### src/include/xpu_config.svh
// xpu sizing constants and fixed version word

`ifndef XPU_CONFIG_SVH
`define XPU_CONFIG_SVH

// register port
`define XPU_REG_DATA_W 32
`define XPU_REG_ADDR_W 4

// tsf timer width, per 802.11
`define XPU_TSF_W 64

// system clock cycles in one microsecond (100 MHz)
`define XPU_CLK_PER_US 100

// header report side channel
`define XPU_HDR_QUEUE_DEPTH 4 // keep a power of two
`define XPU_HDR_CREDITS 4     // consumer slots granted at reset

// build identification, read only
`define XPU_VERSION 32'h0002_0107

`endif

### src/source/xpu_pkg.sv
// shared xpu types for register requests, rx bytes and header records
`default_nettype none

`include "xpu_config.svh"

package xpu_pkg;

    // first received byte sits in bits 7:0
    typedef logic [47:0] mac_addr_t;

    // byte 0 of the frame is the low byte
    typedef struct packed {
        logic [15:0] duration;
        logic        order;
        logic        protected_frame;
        logic        more_data;
        logic        power_manage;
        logic        retry;
        logic        more_frag;
        logic        from_ds;
        logic        to_ds;
        logic [3:0]  subtype;
        logic [1:0]  ftype; // frame type
        logic [1:0]  version;
    } frame_ctrl_t;

    typedef struct packed {
        logic [7:0]  data;
        logic [15:0] idx; // byte position in the mpdu
        logic        valid;
    } rx_byte_t;

    typedef struct packed {
        logic                       wr;
        logic                       rd;
        logic [`XPU_REG_ADDR_W-1:0] addr;
        logic [`XPU_REG_DATA_W-1:0] wdata;
    } reg_req_t;

    typedef struct packed {
        frame_ctrl_t fc;
        mac_addr_t   addr1;
        mac_addr_t   addr2;
        logic        for_me;
    } hdr_rec_t;

    typedef enum logic [`XPU_REG_ADDR_W-1:0] {
        REG_SELF_MAC_LO = 4'd0,
        REG_SELF_MAC_HI = 4'd1,  // 15:0 upper mac bytes, 31 promiscuous
        REG_TSF_LOAD_LO = 4'd2,
        REG_TSF_LOAD_HI = 4'd3,  // write here fires the load
        REG_TSF_LO      = 4'd8,
        REG_TSF_HI      = 4'd9,
        REG_DROP_CNT    = 4'd10,
        REG_VERSION     = 4'd15
    } reg_addr_e;

    typedef enum logic [2:0] {
        P_IDLE,
        P_FC,    // frame control and duration
        P_ADDR1,
        P_ADDR2,
        P_DONE
    } parse_state_e;

endpackage

`default_nettype wire

### src/source/tsf_timer.sv
// 64-bit microsecond tsf timer with software load and 1 MHz strobe
`default_nettype none

`include "xpu_config.svh"

module tsf_timer (
    input  wire                     clk_i,
    input  wire                     rst_n_i,
    input  wire                     load_i,
    input  wire [`XPU_TSF_W-1:0]    load_val_i,
    output logic [`XPU_TSF_W-1:0]   tsf_o,
    output logic                    pulse_1m_o
);

    localparam int PRE_W = $clog2(`XPU_CLK_PER_US);
    localparam logic [PRE_W-1:0] PRE_LAST = PRE_W'(`XPU_CLK_PER_US - 1);

    logic [PRE_W-1:0] pre_cnt;

    // pulse and tsf step land on the same edge
    always_ff @(posedge clk_i) begin
        if (!rst_n_i) begin
            pre_cnt    <= '0;
            pulse_1m_o <= 1'b0;
            tsf_o      <= '0;
        end else if (load_i) begin
            pre_cnt    <= '0; // restart the microsecond phase
            pulse_1m_o <= 1'b0;
            tsf_o      <= load_val_i;
        end else if (pre_cnt == PRE_LAST) begin
            pre_cnt    <= '0;
            pulse_1m_o <= 1'b1;
            tsf_o      <= tsf_o + 1'b1;
        end else begin
            pre_cnt    <= pre_cnt + 1'b1;
            pulse_1m_o <= 1'b0;
        end
    end

endmodule

`default_nettype wire

### src/source/xpu_regs.sv
// xpu control register bank with registered read mux and tsf load strobe
`default_nettype none

`include "xpu_config.svh"

module xpu_regs
    import xpu_pkg::*;
(
    input  wire                         clk_i,
    input  wire                         rst_n_i,
    input  wire reg_req_t               reg_req_i,
    input  wire [`XPU_TSF_W-1:0]        tsf_i,
    input  wire [`XPU_REG_DATA_W-1:0]   drop_cnt_i,
    output logic [`XPU_REG_DATA_W-1:0]  rdata_o,
    output logic                        rvalid_o,
    output mac_addr_t                   self_mac_o,
    output logic                        promisc_o,
    output logic [`XPU_TSF_W-1:0]       tsf_load_val_o,
    output logic                        tsf_load_o
);

    reg_addr_e                  addr;
    logic [31:0]                mac_lo_q;
    logic [15:0]                mac_hi_q;
    logic                       promisc_q;
    logic [31:0]                load_lo_q;
    logic [31:0]                load_hi_q;
    logic [`XPU_REG_DATA_W-1:0] rd_mux;

    assign addr = reg_addr_e'(reg_req_i.addr);

    always_ff @(posedge clk_i) begin
        if (!rst_n_i) begin
            mac_lo_q   <= '0;
            mac_hi_q   <= '0;
            promisc_q  <= 1'b0;
            load_lo_q  <= '0;
            load_hi_q  <= '0;
            tsf_load_o <= 1'b0;
            rvalid_o   <= 1'b0;
        end else begin
            tsf_load_o <= 1'b0;
            rvalid_o   <= reg_req_i.rd;
            if (reg_req_i.wr) begin
                case (addr)
                    REG_SELF_MAC_LO: mac_lo_q <= reg_req_i.wdata;
                    REG_SELF_MAC_HI: begin
                        mac_hi_q  <= reg_req_i.wdata[15:0];
                        promisc_q <= reg_req_i.wdata[31];
                    end
                    REG_TSF_LOAD_LO: load_lo_q <= reg_req_i.wdata;
                    REG_TSF_LOAD_HI: begin
                        load_hi_q  <= reg_req_i.wdata;
                        tsf_load_o <= 1'b1; // timer picks it up next edge
                    end
                    default: ; // read only or unmapped
                endcase
            end
        end
    end

    // live values are sampled in the request cycle
    always_comb begin
        case (addr)
            REG_SELF_MAC_LO: rd_mux = mac_lo_q;
            REG_SELF_MAC_HI: rd_mux = {promisc_q, 15'd0, mac_hi_q};
            REG_TSF_LOAD_LO: rd_mux = load_lo_q;
            REG_TSF_LOAD_HI: rd_mux = load_hi_q;
            REG_TSF_LO:      rd_mux = tsf_i[31:0];
            REG_TSF_HI:      rd_mux = tsf_i[63:32];
            REG_DROP_CNT:    rd_mux = drop_cnt_i;
            REG_VERSION:     rd_mux = `XPU_VERSION;
            default:         rd_mux = '0;
        endcase
    end

    always_ff @(posedge clk_i) begin
        if (reg_req_i.rd) begin
            rdata_o <= rd_mux;
        end
    end

    assign self_mac_o     = {mac_hi_q, mac_lo_q};
    assign promisc_o      = promisc_q;
    assign tsf_load_val_o = {load_hi_q, load_lo_q};

endmodule

`default_nettype wire

### src/source/mac_hdr_parse.sv
// 802.11 mac header parser for frame control, duration, addr1 and addr2
`default_nettype none

module mac_hdr_parse
    import xpu_pkg::*;
(
    input  wire             clk_i,
    input  wire             rst_n_i,
    input  wire             hdr_start_i,
    input  wire rx_byte_t   rx_byte_i,
    input  wire mac_addr_t  self_mac_i,
    output hdr_rec_t        rec_o,
    output logic            rec_valid_o
);

    localparam mac_addr_t BCAST_ADDR = '1;

    parse_state_e state_q;
    logic [3:0]   exp_idx_q;  // next header byte we want
    logic [31:0]  fc_q;
    mac_addr_t    addr1_q;
    mac_addr_t    addr2_q;
    logic         take;
    logic         for_me;
    logic [2:0]   a1_sel;
    logic [2:0]   a2_sel;

    // only in-order bytes of the first 16 are taken
    assign take = rx_byte_i.valid && (state_q != P_DONE)
                  && (rx_byte_i.idx == {12'd0, exp_idx_q});

    assign a1_sel = 3'(exp_idx_q - 4'd4);
    assign a2_sel = 3'(exp_idx_q - 4'd10);

    always_ff @(posedge clk_i) begin
        if (!rst_n_i) begin
            state_q     <= P_IDLE;
            exp_idx_q   <= '0;
            rec_valid_o <= 1'b0;
        end else if (hdr_start_i) begin
            state_q     <= P_IDLE;
            exp_idx_q   <= '0;
            rec_valid_o <= 1'b0;
        end else begin
            rec_valid_o <= 1'b0;
            if (take) begin
                exp_idx_q <= exp_idx_q + 4'd1;
                case (state_q)
                    P_IDLE:  state_q <= P_FC;
                    P_FC:    if (exp_idx_q == 4'd3) state_q <= P_ADDR1;
                    P_ADDR1: if (exp_idx_q == 4'd9) state_q <= P_ADDR2;
                    P_ADDR2: begin
                        if (exp_idx_q == 4'd15) begin
                            state_q     <= P_DONE;
                            rec_valid_o <= 1'b1; // once per frame
                        end
                    end
                    default: state_q <= P_DONE;
                endcase
            end else if (rx_byte_i.valid && state_q != P_DONE) begin
                // a header byte went missing, give up on this frame
                state_q <= P_DONE;
            end
        end
    end

    // header fields land by position, no reset needed
    always_ff @(posedge clk_i) begin
        if (take) begin
            case (state_q)
                P_IDLE, P_FC: fc_q[exp_idx_q[1:0]*8 +: 8] <= rx_byte_i.data;
                P_ADDR1:      addr1_q[a1_sel*8 +: 8]      <= rx_byte_i.data;
                P_ADDR2:      addr2_q[a2_sel*8 +: 8]      <= rx_byte_i.data;
                default: ;
            endcase
        end
    end

    assign for_me = (addr1_q == self_mac_i) || (addr1_q == BCAST_ADDR);

    assign rec_o = '{
        fc:     frame_ctrl_t'(fc_q),
        addr1:  addr1_q,
        addr2:  addr2_q,
        for_me: for_me
    };

endmodule

`default_nettype wire

### src/source/hdr_report_queue.sv
// header record fifo with address filter, drop count and credit gated send
`default_nettype none

`include "xpu_config.svh"

module hdr_report_queue
    import xpu_pkg::*;
(
    input  wire                         clk_i,
    input  wire                         rst_n_i,
    input  wire hdr_rec_t               rec_i,
    input  wire                         rec_valid_i,
    input  wire                         promisc_i,
    input  wire                         credit_i,
    output hdr_rec_t                    rec_o,
    output logic                        valid_o,
    output logic [`XPU_REG_DATA_W-1:0]  drop_cnt_o
);

    localparam int DEPTH = `XPU_HDR_QUEUE_DEPTH;
    localparam int PTR_W = $clog2(DEPTH);
    localparam int CRD_W = $clog2(`XPU_HDR_CREDITS + 1);

    hdr_rec_t         mem [DEPTH];
    logic [PTR_W-1:0] wr_ptr;
    logic [PTR_W-1:0] rd_ptr;
    logic [PTR_W:0]   count;
    logic [CRD_W-1:0] credit_cnt; // free slots at the consumer
    logic             accept;
    logic             full;
    logic             empty;
    logic             wr_en;
    logic             send;
    logic             drop;

    assign accept = rec_valid_i && (rec_i.for_me || promisc_i);
    assign full   = (count == (PTR_W+1)'(DEPTH));
    assign empty  = (count == '0);
    assign wr_en  = accept && !full;
    assign drop   = accept && full; // overflow only, filtered frames are not counted
    assign send   = !empty && (credit_cnt != '0);

    always_ff @(posedge clk_i) begin
        if (wr_en) begin
            mem[wr_ptr] <= rec_i;
        end
    end

    always_ff @(posedge clk_i) begin
        if (!rst_n_i) begin
            wr_ptr     <= '0;
            rd_ptr     <= '0;
            count      <= '0;
            credit_cnt <= CRD_W'(`XPU_HDR_CREDITS);
            drop_cnt_o <= '0;
        end else begin
            if (wr_en) wr_ptr <= wr_ptr + 1'b1; // wraps, depth is a power of two
            if (send)  rd_ptr <= rd_ptr + 1'b1;
            case ({wr_en, send})
                2'b10:   count <= count + 1'b1;
                2'b01:   count <= count - 1'b1;
                default: ;
            endcase
            case ({send, credit_i})
                2'b10:   credit_cnt <= credit_cnt - 1'b1;
                2'b01:   credit_cnt <= credit_cnt + 1'b1;
                default: ; // send and return cancel out
            endcase
            if (drop && drop_cnt_o != '1) begin
                drop_cnt_o <= drop_cnt_o + 1'b1; // saturates
            end
        end
    end

    // head of fifo is presented straight away
    assign valid_o = send;
    assign rec_o   = mem[rd_ptr];

endmodule

`default_nettype wire

### src/source/xpu.sv
// xpu lower mac support top joining registers, tsf, header parser and report queue
`default_nettype none

`include "xpu_config.svh"

module xpu
    import xpu_pkg::*;
(
    input  wire                         clk_i,
    input  wire                         rst_n_i,
    input  wire reg_req_t               reg_req_i,
    input  wire rx_byte_t               rx_byte_i,
    input  wire                         hdr_start_i,
    input  wire                         hdr_credit_i,
    output logic [`XPU_REG_DATA_W-1:0]  reg_rdata_o,
    output logic                        reg_rvalid_o,
    output hdr_rec_t                    hdr_rec_o,
    output logic                        hdr_valid_o,
    output logic [`XPU_TSF_W-1:0]       tsf_o,
    output logic                        tsf_pulse_1m_o
);

    mac_addr_t                  self_mac;
    logic                       promisc;
    logic [`XPU_TSF_W-1:0]      tsf_load_val;
    logic                       tsf_load;
    logic [`XPU_REG_DATA_W-1:0] drop_cnt;
    hdr_rec_t                   rec;
    logic                       rec_valid;

    xpu_regs xpu_regs (
        .clk_i          (clk_i),
        .rst_n_i        (rst_n_i),
        .reg_req_i      (reg_req_i),
        .tsf_i          (tsf_o),
        .drop_cnt_i     (drop_cnt),
        .rdata_o        (reg_rdata_o),
        .rvalid_o       (reg_rvalid_o),
        .self_mac_o     (self_mac),
        .promisc_o      (promisc),
        .tsf_load_val_o (tsf_load_val),
        .tsf_load_o     (tsf_load)
    );

    tsf_timer tsf_timer (
        .clk_i      (clk_i),
        .rst_n_i    (rst_n_i),
        .load_i     (tsf_load),
        .load_val_i (tsf_load_val),
        .tsf_o      (tsf_o),
        .pulse_1m_o (tsf_pulse_1m_o)
    );

    mac_hdr_parse mac_hdr_parse (
        .clk_i       (clk_i),
        .rst_n_i     (rst_n_i),
        .hdr_start_i (hdr_start_i),
        .rx_byte_i   (rx_byte_i),
        .self_mac_i  (self_mac),
        .rec_o       (rec),
        .rec_valid_o (rec_valid)
    );

    hdr_report_queue hdr_report_queue (
        .clk_i       (clk_i),
        .rst_n_i     (rst_n_i),
        .rec_i       (rec),
        .rec_valid_i (rec_valid),
        .promisc_i   (promisc),
        .credit_i    (hdr_credit_i),
        .rec_o       (hdr_rec_o),
        .valid_o     (hdr_valid_o),
        .drop_cnt_o  (drop_cnt)
    );

endmodule

`default_nettype wire

### config.mk
export PLATFORM = sky130hd
export DESIGN_NAME = xpu
export DESIGN_NICKNAME = d
export VERILOG_FILES = /design/src/source/xpu_pkg.sv /design/src/source/tsf_timer.sv /design/src/source/xpu_regs.sv /design/src/source/mac_hdr_parse.sv /design/src/source/hdr_report_queue.sv /design/src/source/xpu.sv
export VERILOG_INCLUDE_DIRS = /design/src /design/src/include
export SDC_FILE = /design/constraint.sdc
export NUM_CORES = 1
export LEC_CHECK = 0
export BUFFER_PORTS_ARGS = -buffer_cell sky130_fd_sc_hd__clkbuf_2
export CAP_MARGIN = 40
export CORE_ASPECT_RATIO = 0.8
export CORE_UTILIZATION = 54
export DETAILED_ROUTE_END_ITERATION = 8
export PLACE_DENSITY = 0.77
export SYNTH_ARGS = -nofsm -noshare
export SYNTH_HDL_FRONTEND = slang
export SYNTH_SLANG_ARGS = --single-unit
### constraint.sdc
create_clock -name clk_i -period 6.1 [get_ports clk_i]
set_clock_uncertainty 0.2 [all_clocks]
set_input_delay 0.61 -clock clk_i [delete_from_list [all_inputs] [get_ports clk_i]]
set_output_delay 0.61 -clock clk_i [all_outputs]
set_load 0.02 [all_outputs]
# After elaboration in Yosys (flattened, before gate mapping)
# Memory sizes are Yosys's and may differ from the RTL's. A register that Yosys moved wholly into a read port is not among the register bits.
# Cells that the tools add are included.
# totals
ff_bits,397
ram_bits,516
in_bits,67
out_inout_bits,228
wordCells,128
n_memories,1
# op_classes
addsub,15
n_eq_ne,27
n_shift,6
n_mux,21
n_bitwise,3
n_reduce_logical,33
# memory_table
memory,words,word_bits,read_ports,rd_clocked_by_memory_dff,wr,line,rtl
hdr_report_queue.mem,4,129,1,1,1,hdr_report_queue.sv:24,hdr_rec_t mem [DEPTH];
# ops
operator,n
one-hot mux 32 bit (8 select lines),1
two-way mux 64 bit,2
bitwise mux 48 bit,2
"variable shift 8 x 34 -> 48 bit, first input constant",2
indexed part select 8 x 34 -> 48 bit,2
negator 6 -> 34 bit,2
"adder 64 x 1 -> 64 bit, second input constant",1
equality test 48 bit,1
"equality test 48 bit, second input constant",1
negator 5 -> 34 bit,1
"variable shift 8 x 34 -> 32 bit, first input constant",1
indexed part select 8 x 34 -> 32 bit,1
"adder 32 x 1 -> 32 bit, second input constant",1
bitwise mux 32 bit,1
"!= test 32 bit, second input constant",1
"equality test 4 bit, second input constant",6
equality test 16 x 4 -> 1 bit,1
AND reduction 2 bit,8
two-way mux 3 bit,5
"equality test 4 x 2 -> 1 bit, second input constant",3
"!= test 3 bit, second input constant",4
one-hot mux 3 bit (2 select lines),2
one-hot mux 3 bit (4 select lines),1
nonzero test 2 bit,4
27 further kinds,51

# Logic depth before layout (Yosys ltp)
# logic_depth
word_depth,7
depth_mapped,14
depth_no_buf,12

# Cells and area by module
# Synthesis repeated with hierarchy kept, for this count alone.
# unflattened
hier_cells,2764
hier_area_um2,38684.6
# modules_own_cells
mod,instances,cells_each,area_each_um2,seq_area_each_um2
hdr_report_queue,1,936,20803.7,16375.7
xpu_regs,1,852,7741.2,3263.1
mac_hdr_parse,1,495,6253.5,4003.8
tsf_timer,1,481,3886.2,1441.4

# Worst setup path after synthesis
# Ideal clock, no wire load.
# synth_path
path_kind,register to register
from,register mac_hdr_parse.addr1_q[4]
to,memory hdr_report_queue.mem[2][0] (netlist name) (enable)
setup_time_ns,0.503
t_arrival_ns,5.000
required_ns,5.397
path_slack_ns,0.396
stages_incl_launch_ff,9
n_path_buf,2
synth_period_minus_slack_ns,5.704
path_cell_list,edfxtp_1 > xnor2_1 > nand4_1 > nor4_1 > a31oi_1 > buf_2 > buf_2 > nor3_1 > and2_1
# synth_between
elab_chain_cells,7
word_cells_on_any_way,8
classes_between,eq/ne: 2; mux: 2; reduce/logical: 4
# synth_rtl
element,line,rtl
start: declaration,mac_hdr_parse.sv:21,mac_addr_t addr1_q;
start signal: indexed assignment,mac_hdr_parse.sv:72,P_ADDR1: addr1_q[a1_sel*8 +: 8] <= rx_byte_i.data;
equality test 48 bit,mac_hdr_parse.sv:79,assign for_me = (addr1_q == self_mac_i) || (addr1_q == BCAST_ADDR);
logical OR 1 bit (*),mac_hdr_parse.sv:79,
logical OR 1 bit (*),hdr_report_queue.sv:36,assign accept = rec_valid_i && (rec_i.for_me || promisc_i);
logical AND 1 bit (*),hdr_report_queue.sv:36,
logical AND 1 bit (*),hdr_report_queue.sv:39,assign wr_en = accept && !full;
two-way mux 1 bit (*),hdr_report_queue.sv:44,if (wr_en) begin
two-way mux 1 bit (implied by the code) (*),hdr_report_queue.sv:45,mem[wr_ptr] <= rec_i;
end: declaration,hdr_report_queue.sv:24,
# Mark *: on every way between the ends. The rest lies on a longest branch, timed or not.

# Worst setup path after layout
# layout_path
from,register mac_hdr_parse.addr1_q[26]
to,memory hdr_report_queue.mem[1][94] (netlist name) (enable)
# Same word-level chain as after synthesis.

==> flow_metrics.py <==
metrics = {
    "cells_and_area": {
        "fin_area_um2": 42500,
        "syn2layout_area_growth_pct": 15.2,
        "fin_nets": 3010,
        "num-fill-cells": 4895,
        "drive_gt1_frac": 0.211,
    },
    "grt": {
        "grt.overflow.total": 0,
        "first_global_vias": 24100,
        "grt_max_degree": 75,
        "grt_pass1_wl_um": 156000,
        "grt_usage": 0.305,
        "antenna_found_initial": 9,
    },
    "worst_hold_path": {
        "hold_path_class": "in -> reg",
        "whs_path_depth": 3,
        "hold_start": "reg_req_i[19]",
        "hold_path_end": "xpu_regs.load_hi_q[19]",
    },
    "clocking": {
        "cts_sinks": 915,
        "cts_root_buf": "clkbuf_16",
        "clkLatencyLatePin_ns": 0.66,
        "cts_made_buffers": 88,
        "postCtsSetupRepairBufs": 0,
        "h-tree-depth": 3,
        "cts_max_path_buffers": 3,
        "cts_hold_buffers": 1,
        "cts_resized": 0,
        "cts_tree": "done",
        "clk_pin_slew_worst_paths_ns": 0.07,
    },
    "sta": {
        "timing.fmax_mhz": 206,
        "slew_violations": 0,
        "layout_worst_path_cycle_share": 0.798,
        "tns_ns": 0,
        "hold_violations": 0,
        "slew_headroom": 0.235,
        "worstMarginPinSlew_ns": 1.14,
        "finalCriticalPeriod_ns": 4.86,
        "finalSetupViolations": 0,
        "rsz0062_at_grt": "no",
    },
    "worst_setup_path": {
        "cp_max_fo": 56,
        "crit_path_end_kind": "register",
        "path_cells": "xnor2_1 > nand4_1 > nor4_1 > a31oi_4 > buf_4 > nor3_1 > and2_4 > buf_12",
        "rr_startpoint": "mac_hdr_parse.addr1_q[26]",
        "reg2regPathDepth": 8,
        "critPathRequiredTime_ns": 6.18,
        "crit_buf_inv": 2,
        "crit_path_start_kind": "register",
        "r2r_slack_ns": 1.24,
        "slowest_delay_ns": 0.74,
        "cp.arrival_ns": 4.94,
        "cp_num_cells": 8,
        "crit_family": "simple AND/OR/NAND/NOR gates",
        "r2r-end": "hdr_report_queue.mem[1][94]",
        "cpMaxStageDelayCell": "nor3_1",
        "crit_start": "mac_hdr_parse.addr1_q[26]",
        "path_class": "reg -> reg",
    },
    "outcome": {
        "outcome": "finished clean",
    },
    "synthesis": {
        "async_reset_ff_frac": 0,
        "ys_warn_count": 0,
        "syn_nets": 2708,
        "synth_mux_area_frac": 0.0848,
        "synthesis.area_um2": 36900,
        "synth_xor_area_frac": 0.0297,
        "synth_fa_ha_area_frac": 0.00855,
        "synthFlopType": "edfxtp_1",
        "synth_cell_types": 59,
        "seq_area_frac_synth": 0.680,
        "synth_compound_area_frac": 0.0620,
        "syn_avg_cell_area_um2": 14.1,
        "synth_edf_count": 676,
        "ys_ff_latch": 915,
        "synthSimpleGateAreaFrac": 0.118,
        "syn_inst": 2617,
        "synth_top_family_by_area": "simple AND/OR/NAND/NOR gates",
    },
    "floorplan": {
        "core_area_um2": 67400,
        "die_x_um": 294,
        "start_util": 0.547,
        "die_y_um": 236,
        "rows": 85,
        "fp.dieArea_um2": 69300,
        "ioPinCount": 295,
    },
    "power_and_ir_drop": {
        "p_comb_frac": 0.081,
        "power_switching_w": 0.00309,
        "ir_drop_v": 0.000235,
        "p_int_w": 0.0100,
        "swShare": 0.236,
        "seqPwrFrac": 0.510,
        "p_clk_frac": 0.409,
        "p_leak_nw": 14.4,
        "power_density_nw_per_um2": 309,
    },
    "routing": {
        "drt-wirelength-per-cell_um": 27.1,
        "drtIter0Drc": 3660,
        "postRouteAntennaNets": 0,
        "wirelength_um": 106000,
        "drc_errors": 0,
        "drt_pass1_iterations": 8,
        "via_per_inst": 6.38,
        "dr_total_vias": 25000,
    },
    "job": {
        "drv_cap": 0,
    },
    "placement": {
        "gp_congestion": 0.967,
        "io_buffers": 294,
        "dpl_cell_area_um2": 39600,
        "dpl.hpwl_um": 70500,
    },
}
==> how the worst max path moves through the flow <==
stage | endpoint | slack [ns]
global placement | hdr_report_queue.mem[2][122] | 1.44
detailed placement | hdr_report_queue.mem[2][127] | 1.33
floorplan | hdr_report_queue.mem[2][0] | 0.40
CTS | hdr_report_queue.mem[1][94] | 1.29
global route | hdr_report_queue.mem[1][94] | 1.08
finish | hdr_report_queue.mem[1][94] | 1.24
==> power groups by stage <==
stage          logic [W]  clock network, W  registers, W
3_3_place_gp     0.00100                 0       0.00685
4_1_cts          0.00107           0.00540       0.00669
5_1_grt          0.00113           0.00564       0.00669
2_1_floorplan   0.000694                 0       0.00682
3_5_place_dp     0.00107                 0       0.00683
6_report         0.00106           0.00537       0.00669
==> flip-flops by register name, indices dropped and copies added (netlist names), 4 cells and up, named ones only <==
| name | cells |
|---|---|
| xpu_regs.load_lo_q | 32 |
| tsf_timer.pre_cnt | 7 |
| tsf_timer.tsf_o | 64 |
| xpu_regs.mac_hi_q | 16 |
| mac_hdr_parse.addr1_q | 48 |
| xpu_regs.rdata_o | 32 |
| mac_hdr_parse.addr2_q | 48 |
| xpu_regs.mac_lo_q | 32 |
| xpu_regs.load_hi_q | 32 |
| hdr_report_queue.drop_cnt_o | 32 |
| hdr_report_queue.mem | 516 |
| mac_hdr_parse.fc_q | 32 |
| mac_hdr_parse.exp_idx_q | 4 |
==> cells in the final DEF, fill, tap and decap left out, types with 12 or more instances in the layout <==
| cell | count |
|---|---|
| o21ai_0 | 51 |
| a21oi_1 | 196 |
| nand2b_1 | 16 |
| nor4_1 | 29 |
| xor2_1 | 32 |
| xnor2_1 | 93 |
| clkbuf_2 | 295 |
| mux2i_1 | 22 |
| nor3_1 | 28 |
| nor2_1 | 95 |
| a222oi_1 | 13 |
| nand3_1 | 84 |
| nand4_1 | 66 |
| ha_1 | 22 |
| inv_1 | 21 |
| a22oi_1 | 78 |
| o31ai_1 | 23 |
| and3_1 | 27 |
| buf_4 | 37 |
| mux4_2 | 129 |
| clkinv_2 | 12 |
| edfxtp_1 | 676 |
| nand2_1 | 312 |
| or4_1 | 22 |
| and2_1 | 112 |
| clkinv_1 | 20 |
| clkbuf_16 | 89 |
| or3_1 | 12 |
| clkbuf_1 | 23 |
| dfxtp_1 | 237 |
==> tightest hold or removal path, delay by kind of cell <==
kind | cells | cell delay (ns)
AOI/OAI and AO/OA | 1 | 0.05
buffers and inverters | 1 | 0.11
and+or+nand+nor | 1 | 0.06
==> synthesized netlist by cell type (all sizes together) (6+ instances only) <==
| library cell | count | area, um^2 |
|---|---|---|
| mux2i | 22 | 220 |
| o21ai | 51 | 255 |
| nand3 | 85 | 430 |
| nor4 | 32 | 230 |
| and4 | 11 | 96.3 |
| nand2b | 16 | 100 |
| edfxtp | 676 | 20300 |
| nand2 | 313 | 1180 |
| or3 | 12 | 75.1 |
| buf | 27 | 109 |
| or4 | 23 | 174 |
| clkbuf | 115 | 433 |
| a22oi | 78 | 586 |
| a21oi | 196 | 981 |
| ha | 22 | 275 |
| a222oi | 13 | 130 |
| dfxtp | 239 | 4780 |
| and3 | 28 | 176 |
| and2 | 120 | 751 |
| xnor2 | 93 | 815 |
| inv | 22 | 82.6 |
| o31ai | 23 | 173 |
| nand4 | 67 | 425 |
| xor2 | 32 | 280 |
| nor2b | 6 | 37.5 |
| nor2 | 96 | 360 |
| nor3 | 34 | 180 |
| mux4 | 129 | 2910 |
==> per-layer routing <==
layer,global-route usage,vias up,share of wire
met3,0.0758,254,0.12
met5,0,-,0.00036
met2,0.455,1736,0.46
met1,0.440,12400,0.39
met4,0.101,6,0.034
li1,-,10600,-
==> cells by family after synthesis <==
logic type,count (synthesis)
DFF,915
and+or+nand+nor,858
AOI/OAI and AO/OA,379
buffers and inverters,165
muxes,151
xor gates and xnor gates,125
adders and majority gates,24
==> cell type report <==
cell class / count / area, um^2 / share of cell area
clock inverters: 49 / 455 / 0.0107
well taps: 913 / 1140 / 0.0269
diodes: 3 / 7.51 / 0.000177
clock buffers: 116 / 2370 / 0.0557
multi-input cells: 1537 / 11200 / 0.264
flip-flops and latches: 915 / 25100 / 0.591
repair buffers: 354 / 2110 / 0.0498
inverters: 23 / 88.8 / 0.00209
==> stage by stage <==
| step | hold WS (ns) | util | setup slack [ns] | std cells | total power [W] |
|---|---|---|---|---|---|
| global placement | 0.227 | 0.585 | 1.44 | 3724 | 0.00785 |
| CTS | 0.0110 | 0.630 | 1.29 | 3905 | 0.0132 |
| finish | 0.0291 | 0.630 | 1.24 | 3910 | 0.0131 |
| detailed placement | 0.240 | 0.588 | 1.33 | 3739 | 0.00789 |
| floorplan | 0.213 | - | 0.396 | 2617 | 0.00752 |
| global route | 0.0275 | 0.630 | 1.08 | 3908 | 0.0135 |
No activity file was read; power rests on OpenSTA's default activity.
